File: config.mk
export PLATFORM = sky130hd
export DESIGN_NAME = id_stage
export DESIGN_NICKNAME = d
export VERILOG_FILES = /design/src/design/mips_id_pkg.sv /design/src/design/dec_ctrl_if.sv /design/src/design/bypass_if.sv /design/src/design/inst_decoder.sv /design/src/design/operand_mux.sv /design/src/design/id_ex_reg.sv /design/src/design/id_stage.sv
export SDC_FILE = /design/constraint.sdc
export NUM_CORES = 1
export LEC_CHECK = 0
export BUFFER_PORTS_ARGS = -buffer_cell sky130_fd_sc_hd__buf_2
export CAP_MARGIN = 20
export CORE_ASPECT_RATIO = 0.5
export CORE_MARGIN = 4
export CORE_UTILIZATION = 45
export DETAILED_ROUTE_END_ITERATION = 10
export PLACE_DENSITY = 0.81
export SETUP_SLACK_MARGIN = 0.4
export SLEW_MARGIN = 20
export SYNTH_ARGS = -nofsm -noshare
export SYNTH_HDL_FRONTEND = slang
export SYNTH_SLANG_ARGS = --single-unit
File: constraint.sdc
create_clock -name clk -period 2.1 [get_ports clk]
set_input_delay 0.105 -clock clk [delete_from_list [all_inputs] [get_ports clk]]
set_output_delay 0.105 -clock clk [all_outputs]
set_load 0.005 [all_outputs]
File: src/design/mips_id_pkg.sv
// widths, opcodes, function codes and decode enums for the decode stage; op codes match the usual EX encoding
package mips_id_pkg;

	localparam int WORD_W     = 32;
	localparam int REG_ADDR_W = 5;
	localparam int SHAMT_W    = 5;

	typedef logic [WORD_W-1:0]     word_t;
	typedef logic [REG_ADDR_W-1:0] reg_addr_t;

	// primary opcodes, inst[31:26]
	localparam logic [5:0] OPC_SPECIAL = 6'b000000;
	localparam logic [5:0] OPC_ADDI    = 6'b001000;
	localparam logic [5:0] OPC_ADDIU   = 6'b001001;
	localparam logic [5:0] OPC_SLTI    = 6'b001010;
	localparam logic [5:0] OPC_SLTIU   = 6'b001011;
	localparam logic [5:0] OPC_ANDI    = 6'b001100;
	localparam logic [5:0] OPC_ORI     = 6'b001101;
	localparam logic [5:0] OPC_XORI    = 6'b001110;
	localparam logic [5:0] OPC_LUI     = 6'b001111;

	// function field of SPECIAL, inst[5:0]
	localparam logic [5:0] FN_SLL  = 6'b000000;
	localparam logic [5:0] FN_SRL  = 6'b000010;
	localparam logic [5:0] FN_SRA  = 6'b000011;
	localparam logic [5:0] FN_SLLV = 6'b000100;
	localparam logic [5:0] FN_SRLV = 6'b000110;
	localparam logic [5:0] FN_SRAV = 6'b000111;
	localparam logic [5:0] FN_MOVZ = 6'b001010;
	localparam logic [5:0] FN_MOVN = 6'b001011;
	localparam logic [5:0] FN_ADD  = 6'b100000;
	localparam logic [5:0] FN_ADDU = 6'b100001;
	localparam logic [5:0] FN_SUB  = 6'b100010;
	localparam logic [5:0] FN_SUBU = 6'b100011;
	localparam logic [5:0] FN_AND  = 6'b100100;
	localparam logic [5:0] FN_OR   = 6'b100101;
	localparam logic [5:0] FN_XOR  = 6'b100110;
	localparam logic [5:0] FN_NOR  = 6'b100111;
	localparam logic [5:0] FN_SLT  = 6'b101010;
	localparam logic [5:0] FN_SLTU = 6'b101011;

	typedef enum logic [7:0] {
		ALU_NOP   = 8'b0000_0000,
		ALU_SRL   = 8'b0000_0010,
		ALU_SRA   = 8'b0000_0011,
		ALU_MOVZ  = 8'b0000_1010,
		ALU_MOVN  = 8'b0000_1011,
		ALU_ADD   = 8'b0010_0000,
		ALU_ADDU  = 8'b0010_0001,
		ALU_SUB   = 8'b0010_0010,
		ALU_SUBU  = 8'b0010_0011,
		ALU_AND   = 8'b0010_0100,
		ALU_OR    = 8'b0010_0101,
		ALU_XOR   = 8'b0010_0110,
		ALU_NOR   = 8'b0010_0111,
		ALU_SLT   = 8'b0010_1010,
		ALU_SLTU  = 8'b0010_1011,
		ALU_ADDI  = 8'b0101_0101,
		ALU_ADDIU = 8'b0101_0110,
		ALU_SLTI  = 8'b0101_0111,
		ALU_SLTIU = 8'b0101_1000,
		ALU_SLL   = 8'b0111_1100
	} alu_op_e;

	typedef enum logic [2:0] {
		SEL_NOP   = 3'd0,
		SEL_LOGIC = 3'd1,
		SEL_SHIFT = 3'd2,
		SEL_MOVE  = 3'd3,
		SEL_ARITH = 3'd4
	} alu_sel_e;

	// write-back rule, the conditional ones are resolved in the stage register
	typedef enum logic [1:0] {
		WB_NONE,
		WB_ALWAYS,
		WB_IF_NONZERO,
		WB_IF_ZERO
	} wb_cond_e;

endpackage

File: src/design/dec_ctrl_if.sv
// decoded control of one instruction, plain levels valid in the same cycle as the instruction word
`timescale 1ns/1ps

interface dec_ctrl_if;
	import mips_id_pkg::*;

	alu_op_e   alu_op;
	alu_sel_e  alu_sel;
	wb_cond_e  wb_cond;
	reg_addr_t dest;     // destination register
	logic      rd1_en;
	logic      rd2_en;
	reg_addr_t rd1_addr; // always rs
	reg_addr_t rd2_addr; // always rt
	word_t     imm;

	modport decoder (
		output alu_op, alu_sel, wb_cond, dest,
		output rd1_en, rd2_en, rd1_addr, rd2_addr, imm
	);

	modport sink (
		input alu_op, alu_sel, wb_cond, dest,
		input rd1_en, rd2_en, rd1_addr, rd2_addr, imm
	);

endinterface

File: src/design/bypass_if.sv
// write-back buses of the EX and MEM stages for forwarding; register 0 gets no special handling here
`timescale 1ns/1ps

interface bypass_if;
	import mips_id_pkg::*;

	reg_addr_t ex_wd;
	logic      ex_wreg;
	word_t     ex_wdata;
	reg_addr_t mem_wd;
	logic      mem_wreg;
	word_t     mem_wdata;

	modport sink (
		input ex_wd, ex_wreg, ex_wdata,
		input mem_wd, mem_wreg, mem_wdata
	);

endinterface

File: src/design/inst_decoder.sv
// purely combinational decode; any word outside the kept subset gives an all-off nop with zero immediate
`timescale 1ns/1ps

module inst_decoder (
	input mips_id_pkg::word_t inst_i,
	dec_ctrl_if.decoder       ctrl
);
	import mips_id_pkg::*;

	logic [5:0]         opcode;
	reg_addr_t          rs;
	reg_addr_t          rt;
	reg_addr_t          rd;
	logic [SHAMT_W-1:0] shamt;
	logic [5:0]         funct;
	logic [15:0]        imm16;

	alu_op_e   op;
	alu_sel_e  sel;
	wb_cond_e  wb;
	reg_addr_t dest;
	logic      rd1_en;
	logic      rd2_en;
	word_t     imm;

	assign opcode = inst_i[31:26];
	assign rs     = inst_i[25:21];
	assign rt     = inst_i[20:16];
	assign rd     = inst_i[15:11];
	assign shamt  = inst_i[10:6];
	assign funct  = inst_i[5:0];
	assign imm16  = inst_i[15:0];

	always_comb begin
		op     = ALU_NOP;
		sel    = SEL_NOP;
		wb     = WB_NONE;
		dest   = '0;
		rd1_en = 1'b0;
		rd2_en = 1'b0;
		imm    = '0;

		case (opcode)
			OPC_SPECIAL: begin
				case (funct)
					FN_AND:  begin op = ALU_AND;  sel = SEL_LOGIC; end
					FN_OR:   begin op = ALU_OR;   sel = SEL_LOGIC; end
					FN_XOR:  begin op = ALU_XOR;  sel = SEL_LOGIC; end
					FN_NOR:  begin op = ALU_NOR;  sel = SEL_LOGIC; end
					FN_SLLV: begin op = ALU_SLL;  sel = SEL_SHIFT; end
					FN_SRLV: begin op = ALU_SRL;  sel = SEL_SHIFT; end
					FN_SRAV: begin op = ALU_SRA;  sel = SEL_SHIFT; end
					FN_MOVN: begin op = ALU_MOVN; sel = SEL_MOVE;  end
					FN_MOVZ: begin op = ALU_MOVZ; sel = SEL_MOVE;  end
					FN_ADD:  begin op = ALU_ADD;  sel = SEL_ARITH; end
					FN_ADDU: begin op = ALU_ADDU; sel = SEL_ARITH; end
					FN_SUB:  begin op = ALU_SUB;  sel = SEL_ARITH; end
					FN_SUBU: begin op = ALU_SUBU; sel = SEL_ARITH; end
					FN_SLT:  begin op = ALU_SLT;  sel = SEL_ARITH; end
					FN_SLTU: begin op = ALU_SLTU; sel = SEL_ARITH; end
					// fixed shifts need inst[31:21] all zero, opcode is already zero here
					FN_SLL: begin
						if (rs == '0) begin
							op  = ALU_SLL;
							sel = SEL_SHIFT;
						end
					end
					FN_SRL: begin
						if (rs == '0) begin
							op  = ALU_SRL;
							sel = SEL_SHIFT;
						end
					end
					FN_SRA: begin
						if (rs == '0) begin
							op  = ALU_SRA;
							sel = SEL_SHIFT;
						end
					end
					default: ;
				endcase

				// every recognised R-type reads rs and rt and writes rd
				if (sel != SEL_NOP) begin
					dest   = rd;
					rd1_en = 1'b1;
					rd2_en = 1'b1;
					wb     = WB_ALWAYS;
					if (funct == FN_MOVN)
						wb = WB_IF_NONZERO;
					else if (funct == FN_MOVZ)
						wb = WB_IF_ZERO;
					if (funct == FN_SLL || funct == FN_SRL || funct == FN_SRA) begin
						rd1_en = 1'b0; // port 1 carries shamt instead
						imm    = {{(WORD_W-SHAMT_W){1'b0}}, shamt};
					end
				end
			end
			OPC_ANDI: begin
				op  = ALU_AND;
				sel = SEL_LOGIC;
				imm = {{(WORD_W-16){1'b0}}, imm16};
			end
			OPC_ORI: begin
				op  = ALU_OR;
				sel = SEL_LOGIC;
				imm = {{(WORD_W-16){1'b0}}, imm16};
			end
			OPC_XORI: begin
				op  = ALU_XOR;
				sel = SEL_LOGIC;
				imm = {{(WORD_W-16){1'b0}}, imm16};
			end
			OPC_LUI: begin
				op  = ALU_OR; // rs | (imm << 16)
				sel = SEL_LOGIC;
				imm = {imm16, {(WORD_W-16){1'b0}}};
			end
			OPC_ADDI:  begin op = ALU_ADDI;  sel = SEL_ARITH; end
			OPC_ADDIU: begin op = ALU_ADDIU; sel = SEL_ARITH; end
			OPC_SLTI:  begin op = ALU_SLTI;  sel = SEL_ARITH; end
			OPC_SLTIU: begin op = ALU_SLTIU; sel = SEL_ARITH; end
			default: ;
		endcase

		// I-type: rs on port 1, immediate on port 2, result to rt
		if (opcode != OPC_SPECIAL && sel != SEL_NOP) begin
			dest   = rt;
			rd1_en = 1'b1;
			wb     = WB_ALWAYS;
			if (sel == SEL_ARITH)
				imm = {{(WORD_W-16){imm16[15]}}, imm16}; // sign extended
		end
	end

	assign ctrl.alu_op   = op;
	assign ctrl.alu_sel  = sel;
	assign ctrl.wb_cond  = wb;
	assign ctrl.dest     = dest;
	assign ctrl.rd1_en   = rd1_en;
	assign ctrl.rd2_en   = rd2_en;
	assign ctrl.rd1_addr = rs;
	assign ctrl.rd2_addr = rt;
	assign ctrl.imm      = imm;

endmodule

File: src/design/operand_mux.sv
// one source operand with EX over MEM over register file priority; a disabled read returns the immediate
`timescale 1ns/1ps

module operand_mux (
	input  logic                   rd_en_i,
	input  mips_id_pkg::reg_addr_t rd_addr_i,
	input  mips_id_pkg::word_t     rf_data_i,
	input  mips_id_pkg::word_t     imm_i,
	bypass_if.sink                 byp,
	output mips_id_pkg::word_t     operand_o
);

	logic ex_hit;
	logic mem_hit;

	// no r0 exclusion, the register file keeps r0 at zero
	assign ex_hit  = byp.ex_wreg && (byp.ex_wd == rd_addr_i);
	assign mem_hit = byp.mem_wreg && (byp.mem_wd == rd_addr_i);

	always_comb begin
		if (!rd_en_i)
			operand_o = imm_i;
		else if (ex_hit)
			operand_o = byp.ex_wdata; // youngest result wins
		else if (mem_hit)
			operand_o = byp.mem_wdata;
		else
			operand_o = rf_data_i;
	end

endmodule

File: src/design/id_ex_reg.sv
// ID/EX register with async clear; movn/movz write enable is decided from the forwarded rt value
`timescale 1ns/1ps

module id_ex_reg (
	input  logic                   clk,
	input  logic                   arst_n_i,
	dec_ctrl_if.sink               ctrl,
	input  mips_id_pkg::word_t     op1_i,
	input  mips_id_pkg::word_t     op2_i,
	output mips_id_pkg::alu_op_e   aluop_o,
	output mips_id_pkg::alu_sel_e  alusel_o,
	output mips_id_pkg::reg_addr_t wd_o,
	output logic                   wreg_o,
	output mips_id_pkg::word_t     reg1_o,
	output mips_id_pkg::word_t     reg2_o
);
	import mips_id_pkg::*;

	logic wreg_d;

	always_comb begin
		case (ctrl.wb_cond)
			WB_ALWAYS:     wreg_d = 1'b1;
			WB_IF_NONZERO: wreg_d = (op2_i != '0); // movn
			WB_IF_ZERO:    wreg_d = (op2_i == '0); // movz
			default:       wreg_d = 1'b0;
		endcase
	end

	always_ff @(posedge clk or negedge arst_n_i) begin
		if (!arst_n_i) begin
			aluop_o  <= ALU_NOP;
			alusel_o <= SEL_NOP;
			wd_o     <= '0;
			wreg_o   <= 1'b0;
			reg1_o   <= '0;
			reg2_o   <= '0;
		end else begin
			aluop_o  <= ctrl.alu_op;
			alusel_o <= ctrl.alu_sel;
			wd_o     <= ctrl.dest;
			wreg_o   <= wreg_d;
			reg1_o   <= op1_i;
			reg2_o   <= op2_i;
		end
	end

endmodule

File: src/design/id_stage.sv
// decode stage top; register-file reads are combinational from inst_i, everything else has one cycle latency
`timescale 1ns/1ps

module id_stage (
	input  logic                   clk,
	input  logic                   arst_n_i,
	input  mips_id_pkg::word_t     inst_i,
	input  mips_id_pkg::word_t     reg1_data_i,
	input  mips_id_pkg::word_t     reg2_data_i,
	input  mips_id_pkg::reg_addr_t ex_wd_i,
	input  logic                   ex_wreg_i,
	input  mips_id_pkg::word_t     ex_wdata_i,
	input  mips_id_pkg::reg_addr_t mem_wd_i,
	input  logic                   mem_wreg_i,
	input  mips_id_pkg::word_t     mem_wdata_i,
	output mips_id_pkg::reg_addr_t reg1_addr_o,
	output logic                   reg1_read_o,
	output mips_id_pkg::reg_addr_t reg2_addr_o,
	output logic                   reg2_read_o,
	output mips_id_pkg::alu_op_e   aluop_o,
	output mips_id_pkg::alu_sel_e  alusel_o,
	output mips_id_pkg::reg_addr_t wd_o,
	output logic                   wreg_o,
	output mips_id_pkg::word_t     reg1_o,
	output mips_id_pkg::word_t     reg2_o
);

	mips_id_pkg::word_t op1;
	mips_id_pkg::word_t op2;

	dec_ctrl_if ctrl_if ();
	bypass_if   byp_if ();

	assign byp_if.ex_wd     = ex_wd_i;
	assign byp_if.ex_wreg   = ex_wreg_i;
	assign byp_if.ex_wdata  = ex_wdata_i;
	assign byp_if.mem_wd    = mem_wd_i;
	assign byp_if.mem_wreg  = mem_wreg_i;
	assign byp_if.mem_wdata = mem_wdata_i;

	// register file read requests
	assign reg1_addr_o = ctrl_if.rd1_addr;
	assign reg1_read_o = ctrl_if.rd1_en;
	assign reg2_addr_o = ctrl_if.rd2_addr;
	assign reg2_read_o = ctrl_if.rd2_en;

	inst_decoder u_dec (
		.inst_i (inst_i),
		.ctrl   (ctrl_if.decoder)
	);

	operand_mux u_op1 (
		.rd_en_i   (ctrl_if.rd1_en),
		.rd_addr_i (ctrl_if.rd1_addr),
		.rf_data_i (reg1_data_i),
		.imm_i     (ctrl_if.imm),
		.byp       (byp_if.sink),
		.operand_o (op1)
	);

	operand_mux u_op2 (
		.rd_en_i   (ctrl_if.rd2_en),
		.rd_addr_i (ctrl_if.rd2_addr),
		.rf_data_i (reg2_data_i),
		.imm_i     (ctrl_if.imm),
		.byp       (byp_if.sink),
		.operand_o (op2)
	);

	id_ex_reg u_idex (
		.clk      (clk),
		.arst_n_i (arst_n_i),
		.ctrl     (ctrl_if.sink),
		.op1_i    (op1),
		.op2_i    (op2),
		.aluop_o  (aluop_o),
		.alusel_o (alusel_o),
		.wd_o     (wd_o),
		.wreg_o   (wreg_o),
		.reg1_o   (reg1_o),
		.reg2_o   (reg2_o)
	);

endmodule

Word level (Yosys, flattened, before mapping)
Cells that the tools add are included.
{"block": "word_totals", "word_cells": 98, "out_inout_bits": 93, "in_bits": 174, "register_bits": 81}
{"block": "op_classes", "n_eq_ne": 33, "n_reduce_logical": 24, "n_mux": 35}
{"operator": "$mux W32", "n": 9}
{"operator": "$pmux W8 S18", "n": 1}
{"operator": "$pmux W32 S3", "n": 1}
{"operator": "$pmux W8 S8", "n": 1}
{"operator": "$eq A6 B4 Y1 const B", "n": 10}
{"operator": "$eq A6 B6 Y1 const B", "n": 10}
{"operator": "$logic_not A32 Y1", "n": 1}
{"operator": "$reduce_bool A32 Y1", "n": 1}
{"operator": "$eq A5 B5 Y1", "n": 4}
{"operator": "$mux W5", "n": 4}
{"operator": "$eq A6 B3 Y1 const B", "n": 3}
{"operator": "$mux W2", "n": 8}
{"operator": "$pmux W3 S5", "n": 1}
{"operator": "$eq A6 B2 Y1 const B", "n": 2}
{"operator": "$logic_not A6 Y1", "n": 2}
{"operator": "$reduce_or A4 Y1", "n": 3}
{"operator": "$pmux W3 S3", "n": 1}
{"operator": "$reduce_or A3 Y1", "n": 3}
{"operator": "$mux W7", "n": 1}
{"operator": "$mux W1", "n": 6}
{"operator": "$reduce_bool A3 Y1", "n": 2}
{"operator": "$reduce_bool A6 Y1", "n": 1}
{"operator": "$reduce_or A6 Y1", "n": 1}
{"operator": "$logic_and A1 B1 Y1", "n": 5}
{"operator": "other kinds (8)", "n": 11}

Depth between registers and ports, before layout
{"block": "depth", "ltp_word": 12, "depth_mapped": 15, "mapped_depth_nobuf": 11}

Cells and area by module
From an unflattened synthesis, not the netlist that was laid out.
{"block": "unflattened", "cells_unflattened": 547, "hier_area_um2": 5669.2}
{"mod": "operand_mux", "seq_area_each_um2": 0.0, "area_each_um2": 1298.7, "instances": 2, "cells_per_inst": 161}
{"mod": "id_ex_reg", "seq_area_each_um2": 2026.9, "area_each_um2": 2109.5, "instances": 1, "cells_per_inst": 93}
{"mod": "inst_decoder", "seq_area_each_um2": 0.0, "area_each_um2": 962.2, "instances": 1, "cells_per_inst": 132}

Least setup slack after synthesis
No wires, ideal clock.
{"block": "synth_path", "path_kind": "input port to flip-flop", "startpoint": "input inst_i[4]", "endpoint": "register u_idex.wreg_o", "setup_slack_ns": -0.493, "arrival_ns": 2.513, "n_path_buf": 4, "setup_ns": 0.080, "t_required_ns": 2.020, "cell_stages": 14, "cell_sequence": "buf_6 -> or4bb_1 -> a2111oi_2 -> a21oi_1 -> and2_1 -> buf_6 -> buf_6 -> buf_6 -> o31a_1 -> o211ai_2 -> nor4_2 -> nand4_1 -> mux2_4 -> o211ai_2"}
{"block": "synth_between", "elab_chain_len": 12, "elab_cells_between_ends": 51, "cone_classes": "eq/ne (21); mux (17); reduce/logical (13)"}
{"element": "from (decl)", "line": "id_stage.sv:7", "source": "input mips_id_pkg::word_t inst_i,"}
{"element": "$eq A6 B6 Y1 (tied with other cells)", "line": "inst_decoder.sv:45", "source": "case (funct)"}
{"element": "$reduce_or A6 Y1 (no line) (tied with other cells)"}
{"element": "$pmux W3 S5", "line": "inst_decoder.sv:45"}
{"element": "$mux W3", "line": "inst_decoder.sv:43", "source": "case (opcode)"}
{"element": "$reduce_bool A3 Y1", "line": "inst_decoder.sv:84", "source": "if (sel != SEL_NOP) begin"}
{"element": "$mux W32", "line": "inst_decoder.sv:84"}
{"element": "$pmux W32 S3", "line": "inst_decoder.sv:43"}
{"element": "$mux W32", "line": "inst_decoder.sv:131", "source": "if (sel == SEL_ARITH)"}
{"element": "$mux W32", "line": "inst_decoder.sv:127", "source": "if (opcode != OPC_SPECIAL && sel != SEL_NOP) begin"}
{"element": "$mux W32", "line": "operand_mux.sv:21", "source": "if (!rd_en_i)"}
{"element": "$logic_not A32 Y1 or $reduce_bool A32 Y1 (tied branches)", "line": "id_ex_reg.sv:25, id_ex_reg.sv:24"}
{"element": "$pmux W1 S3 *", "line": "id_ex_reg.sv:22", "source": "case (ctrl.wb_cond)"}
{"element": "via u_idex.wreg_d", "line": "id_ex_reg.sv:19", "source": "logic wreg_d;"}
{"element": "to (signal assigned)", "line": "id_ex_reg.sv:42", "source": "wreg_o <= wreg_d;"}
{"element": "to (decl)", "line": "id_ex_reg.sv:13", "source": "output logic wreg_o,"}
The timed path passes the listed nets; every way through them passes the cells marked *. The select of a mux whose other input is x is not followed.

Worst setup path in the final report
{"block": "layout_path", "startpoint": "input inst_i[16]", "endpoint": "register u_idex.wreg_o"}
{"block": "layout_between", "elab_chain_len": 7, "elab_cells_between_ends": 10, "cone_classes": "eq/ne (2); mux (4); reduce/logical (4)"}
{"element": "$eq A5 B5 Y1", "line": "operand_mux.sv:18", "source": "assign mem_hit = byp.mem_wreg && (byp.mem_wd == rd_addr_i);"}
{"element": "$logic_and A1 B1 Y1", "line": "operand_mux.sv:18"}
{"element": "$mux W32", "line": "operand_mux.sv:25", "source": "else if (mem_hit)"}
{"element": "$mux W32 *", "line": "operand_mux.sv:23", "source": "else if (ex_hit)"}
{"element": "$mux W32 *", "line": "operand_mux.sv:21"}
{"element": "via op2[15]", "line": "id_stage.sv:29", "source": "mips_id_pkg::word_t op2;"}
{"element": "$logic_not A32 Y1 or $reduce_bool A32 Y1 (tied branches)", "line": "id_ex_reg.sv:25, id_ex_reg.sv:24"}
{"element": "$pmux W1 S3 *", "line": "id_ex_reg.sv:22"}
{"element": "via u_idex.wreg_d", "line": "id_ex_reg.sv:19"}
The timed path passes the listed nets; every way through them passes the cells marked *.

==> metrics list <==
- The detail route stage leaves a number of antenna-violating nets equal to 0.
- Post-route cell area: 8070 µm²
- Max-cap violations: 0
- In this run the cell area of the synthesized design comes to 4860 µm².
* Ratio of final minimum period to clock period: 115%
- Placement Cell Area: 7150 µm²
- For the pin with the worst max-slew slack, the measured transition is 0.627 ns.
* First-pass DRT Iterations: 6
* Max Transition Viols Final: 0
* Vias in the first global route: 6076
- Post-synthesis sequential area ratio: 40.7%
- Mean Syn Cell Area: 9.01 µm²
- Dividing the detail-routed via count by the number of cells gives 5.98.
* Number of buffers created by CTS: 9
- Worst Path Max Fanout: 6
- 1st-iter DRT viols: 714
- I/O pin count: 267
- Layout cells sized above 1: 55.8%
* RSZ-0062 raised after global routing: yes
- Clk pin slew, worst setup/hold paths: 0.07 ns
* Layout-stage area growth over the synthesis result: 66.2%
- Global router's overall resource usage: 33.2%
* Final HPWL DP: 16.8 mm
- Highest clock rate: 0.413 GHz
* Crit start category: input port
- Number of nets in the final layout: 1063
- Counting flops and latches in the post-synthesis netlist gives 79.
- Die area: 12600 µm²
- The total overflow left after global routing is 0.
- Status: finished with violations
- Count of endpoints failing hold in the final timing report: 0
* Core area: 10400 µm²
* Total Wirelength: 23.1 mm
- Share of the synthesized area in the top cell type: 40.7%
- Shortest clock period the worst path allows after layout: 2.42 ns
* Fill cell total of the finished layout: 689
- Count of warnings emitted by yosys: 0
- Count of clock tree sinks: 79
- Yosys mapped a number of flops with a built-in enable equal to 0.
- Failing checks: negative setup slack
* CTS root buffer: clkbuf_16
- H-tree lvl count: 3
- TritonCTS built the clock tree.
* Leakage power: 4.18 nW
- After the flow finishes, the layout carries non-filler instances totaling 1034.
- For this design the ratio of total power to cell area is 513 nW/µm².
* Async set-reset flop share out of synthesis: 100%
* Arrival time at the worst endpoint: 2.69 ns
- The worst-case IR drop observed on VDD is 0.425 mV.
- Critical path start-end classification: input port to register
* Instance count of the mapped netlist: 539
- Area used by multi-input combinational logic: 3030 µm²
* Min-Delay Path Class: input port to register
* Area occupied by registers: 1980 µm²
* Cell total after placement: 1003
- Worst hold margin: 0.0295 ns
- By area the synthesized netlist is led by dfrtp_1 41%, mux2i_1 6.8%, a211oi_1 6.0%.
- The repair_antennas step left the layout with diodes totalling 0.
- Entering global routing, the biggest net connects 47 pins.
- CTS Buffer Depth: 2
- Port buffering added 265 buffers.
- Wire length of the first global-routing pass: 32.1 mm
- Count of unique library cells instantiated by Yosys: 60
- Net count after synthesis: 713
* Area leader, netlist: dfrtp_1
- For this run, design rule violations remaining after detail routing come to 0.
* Core Rows: 26
- The initial utilization of the core area, before any placement, comes to 46.8%.
* Worst-case setup margin in the final layout: -0.319 ns
- Initial antenna violation count: 0
- STA classifies the critical path endpoint as a register.
- GP Congestion: 0.990
* Chip width: 155 µm
- Setup Viol. Count Final: 1
* Required time of the critical path: 2.37 ns
- In this run the tightest slew margin relative to its limit is 58.2%.
- Overall via count from detail_route: 6186
- Fraction of the core area covered by cells at the end of the flow: 77.8%
* Height of the die: 81.5 µm
* Most instantiated flip-flop cell in the synthesis netlist: dfrtp_1
* Sum of negative setup slack: -0.319 ns
- After detailed routing, the average wire length per cell comes to 22.3 µm.
-- what timing repair did --
action | in CTS | in global routing
buffers inserted | 5 | 5
endpoints found under the setup margin | 30 | 38
resized for setup | 37 | 63
cloned | 1 | 3
hold endpoints to repair | 44 | 0
pin swaps | 17 | 20
hold buffers | 1 | 0
-- metrics by stage --
step	total power, mW	worst slack [ns]
5_1_grt	4.27	-0.394
6_report	4.14	-0.319
4_1_cts	4.04	-0.304
3_5_place_dp	2.40	-0.768
3_3_place_gp	2.38	-0.703
2_1_floorplan	1.91	-0.467
-- routing by layer --
layer	GRT usage [%]	share of wire, %	up-vias
met5	0	0	-
met4	10.4	4.5	0
met3	9.89	12	114
met2	57.9	47	491
met1	40.2	37	2937
li1	-	-	2644
-- path summary, 6_finish.rpt --
check | end | from | cells after the start
min in group asynchronous | u_idex.reg1_o[9]$_DFF_PN0_ | arst_n_i | 2
worst max-delay path | u_idex.wreg_o$_DFF_PN0_ | inst_i[16] | 12
worst min-delay path | u_idex.reg2_o[22]$_DFF_PN0_ | inst_i[6] | 2
max in group asynchronous | u_idex.aluop_o[1]$_DFF_PN0_ | arst_n_i | 3
-- cell usage after synthesis, drive strengths merged, types with 7 or more instances --
master,number
o21ai,36
a21oi,37
inv,9
nand2,52
nor2,63
a21o,9
xor2,11
a211oi,42
mux2i,33
clkbuf,30
buf,23
dfrtp,79
xnor2,10
a21boi,15
o31ai,10
nor4,7
-- final cells by class --
cell class              count  area share, %
clock buffers               9           2.79
well taps                 140           2.17
repair buffers            391           31.4
multi-input cells         398           37.5
inverters                  10          0.620
clock inverters             7          0.992
flip-flops and latches     79           24.5
-- cells by family after synthesis --
group                  after synthesis  synth area share (%)
buffers and inverters               63                  7.03
other                                1                0.0772
AND/OR/NAND/NOR                    161                  15.5
XOR/XNOR                            21                  3.79
AO/OA/AOI/OAI                      180                  25.8
flip-flops                          79                  40.7
multiplexers                        34                  7.11
-- critical path, cell delays in order --
cell and delay [ns]:
buf_2 0.14, xnor2_2 0.15, and4_4 0.21, and2_4 0.20
buf_4 0.16, a211oi_2 0.24, o31ai_1 0.13, or4_4 0.55
nor4_4 0.25, nand4_1 0.16, mux2_4 0.33, o211ai_2 0.06
-- sequential cells by signal, indices dropped and copies added (netlist names) --
name and flops:
u_idex.reg2_o 32, u_idex.reg1_o 32, u_idex.wd_o 5, u_idex.wreg_o 1, u_idex.alusel_o 3, u_idex.aluop_o 6
-- where the power goes --
group | switching (mW) | internal [mW]
clock | 0.697 | 0.934
sequential | 0.0130 | 1.56
combinational | 0.491 | 0.444
total | 1.20 | 2.94
-- cell usage in the layout (no fill, tap or decap), drive strengths merged, types with 4 or more instances in the layout --
cell	instances
buf	388
dfrtp	79
nor2	63
nand2	52
a211oi	42
a21oi	37
o21ai	36
mux2i	33
a21boi	15
xor2	11
clkbuf	11
inv	11
xnor2	10
o31ai	10
a21o	9
nor4	7
and2	6
a22o	5
a211o	5
or4	5
o32ai	5
o211ai	5
nand4	4
nand3	4
Power figures use the tool's default switching activity.
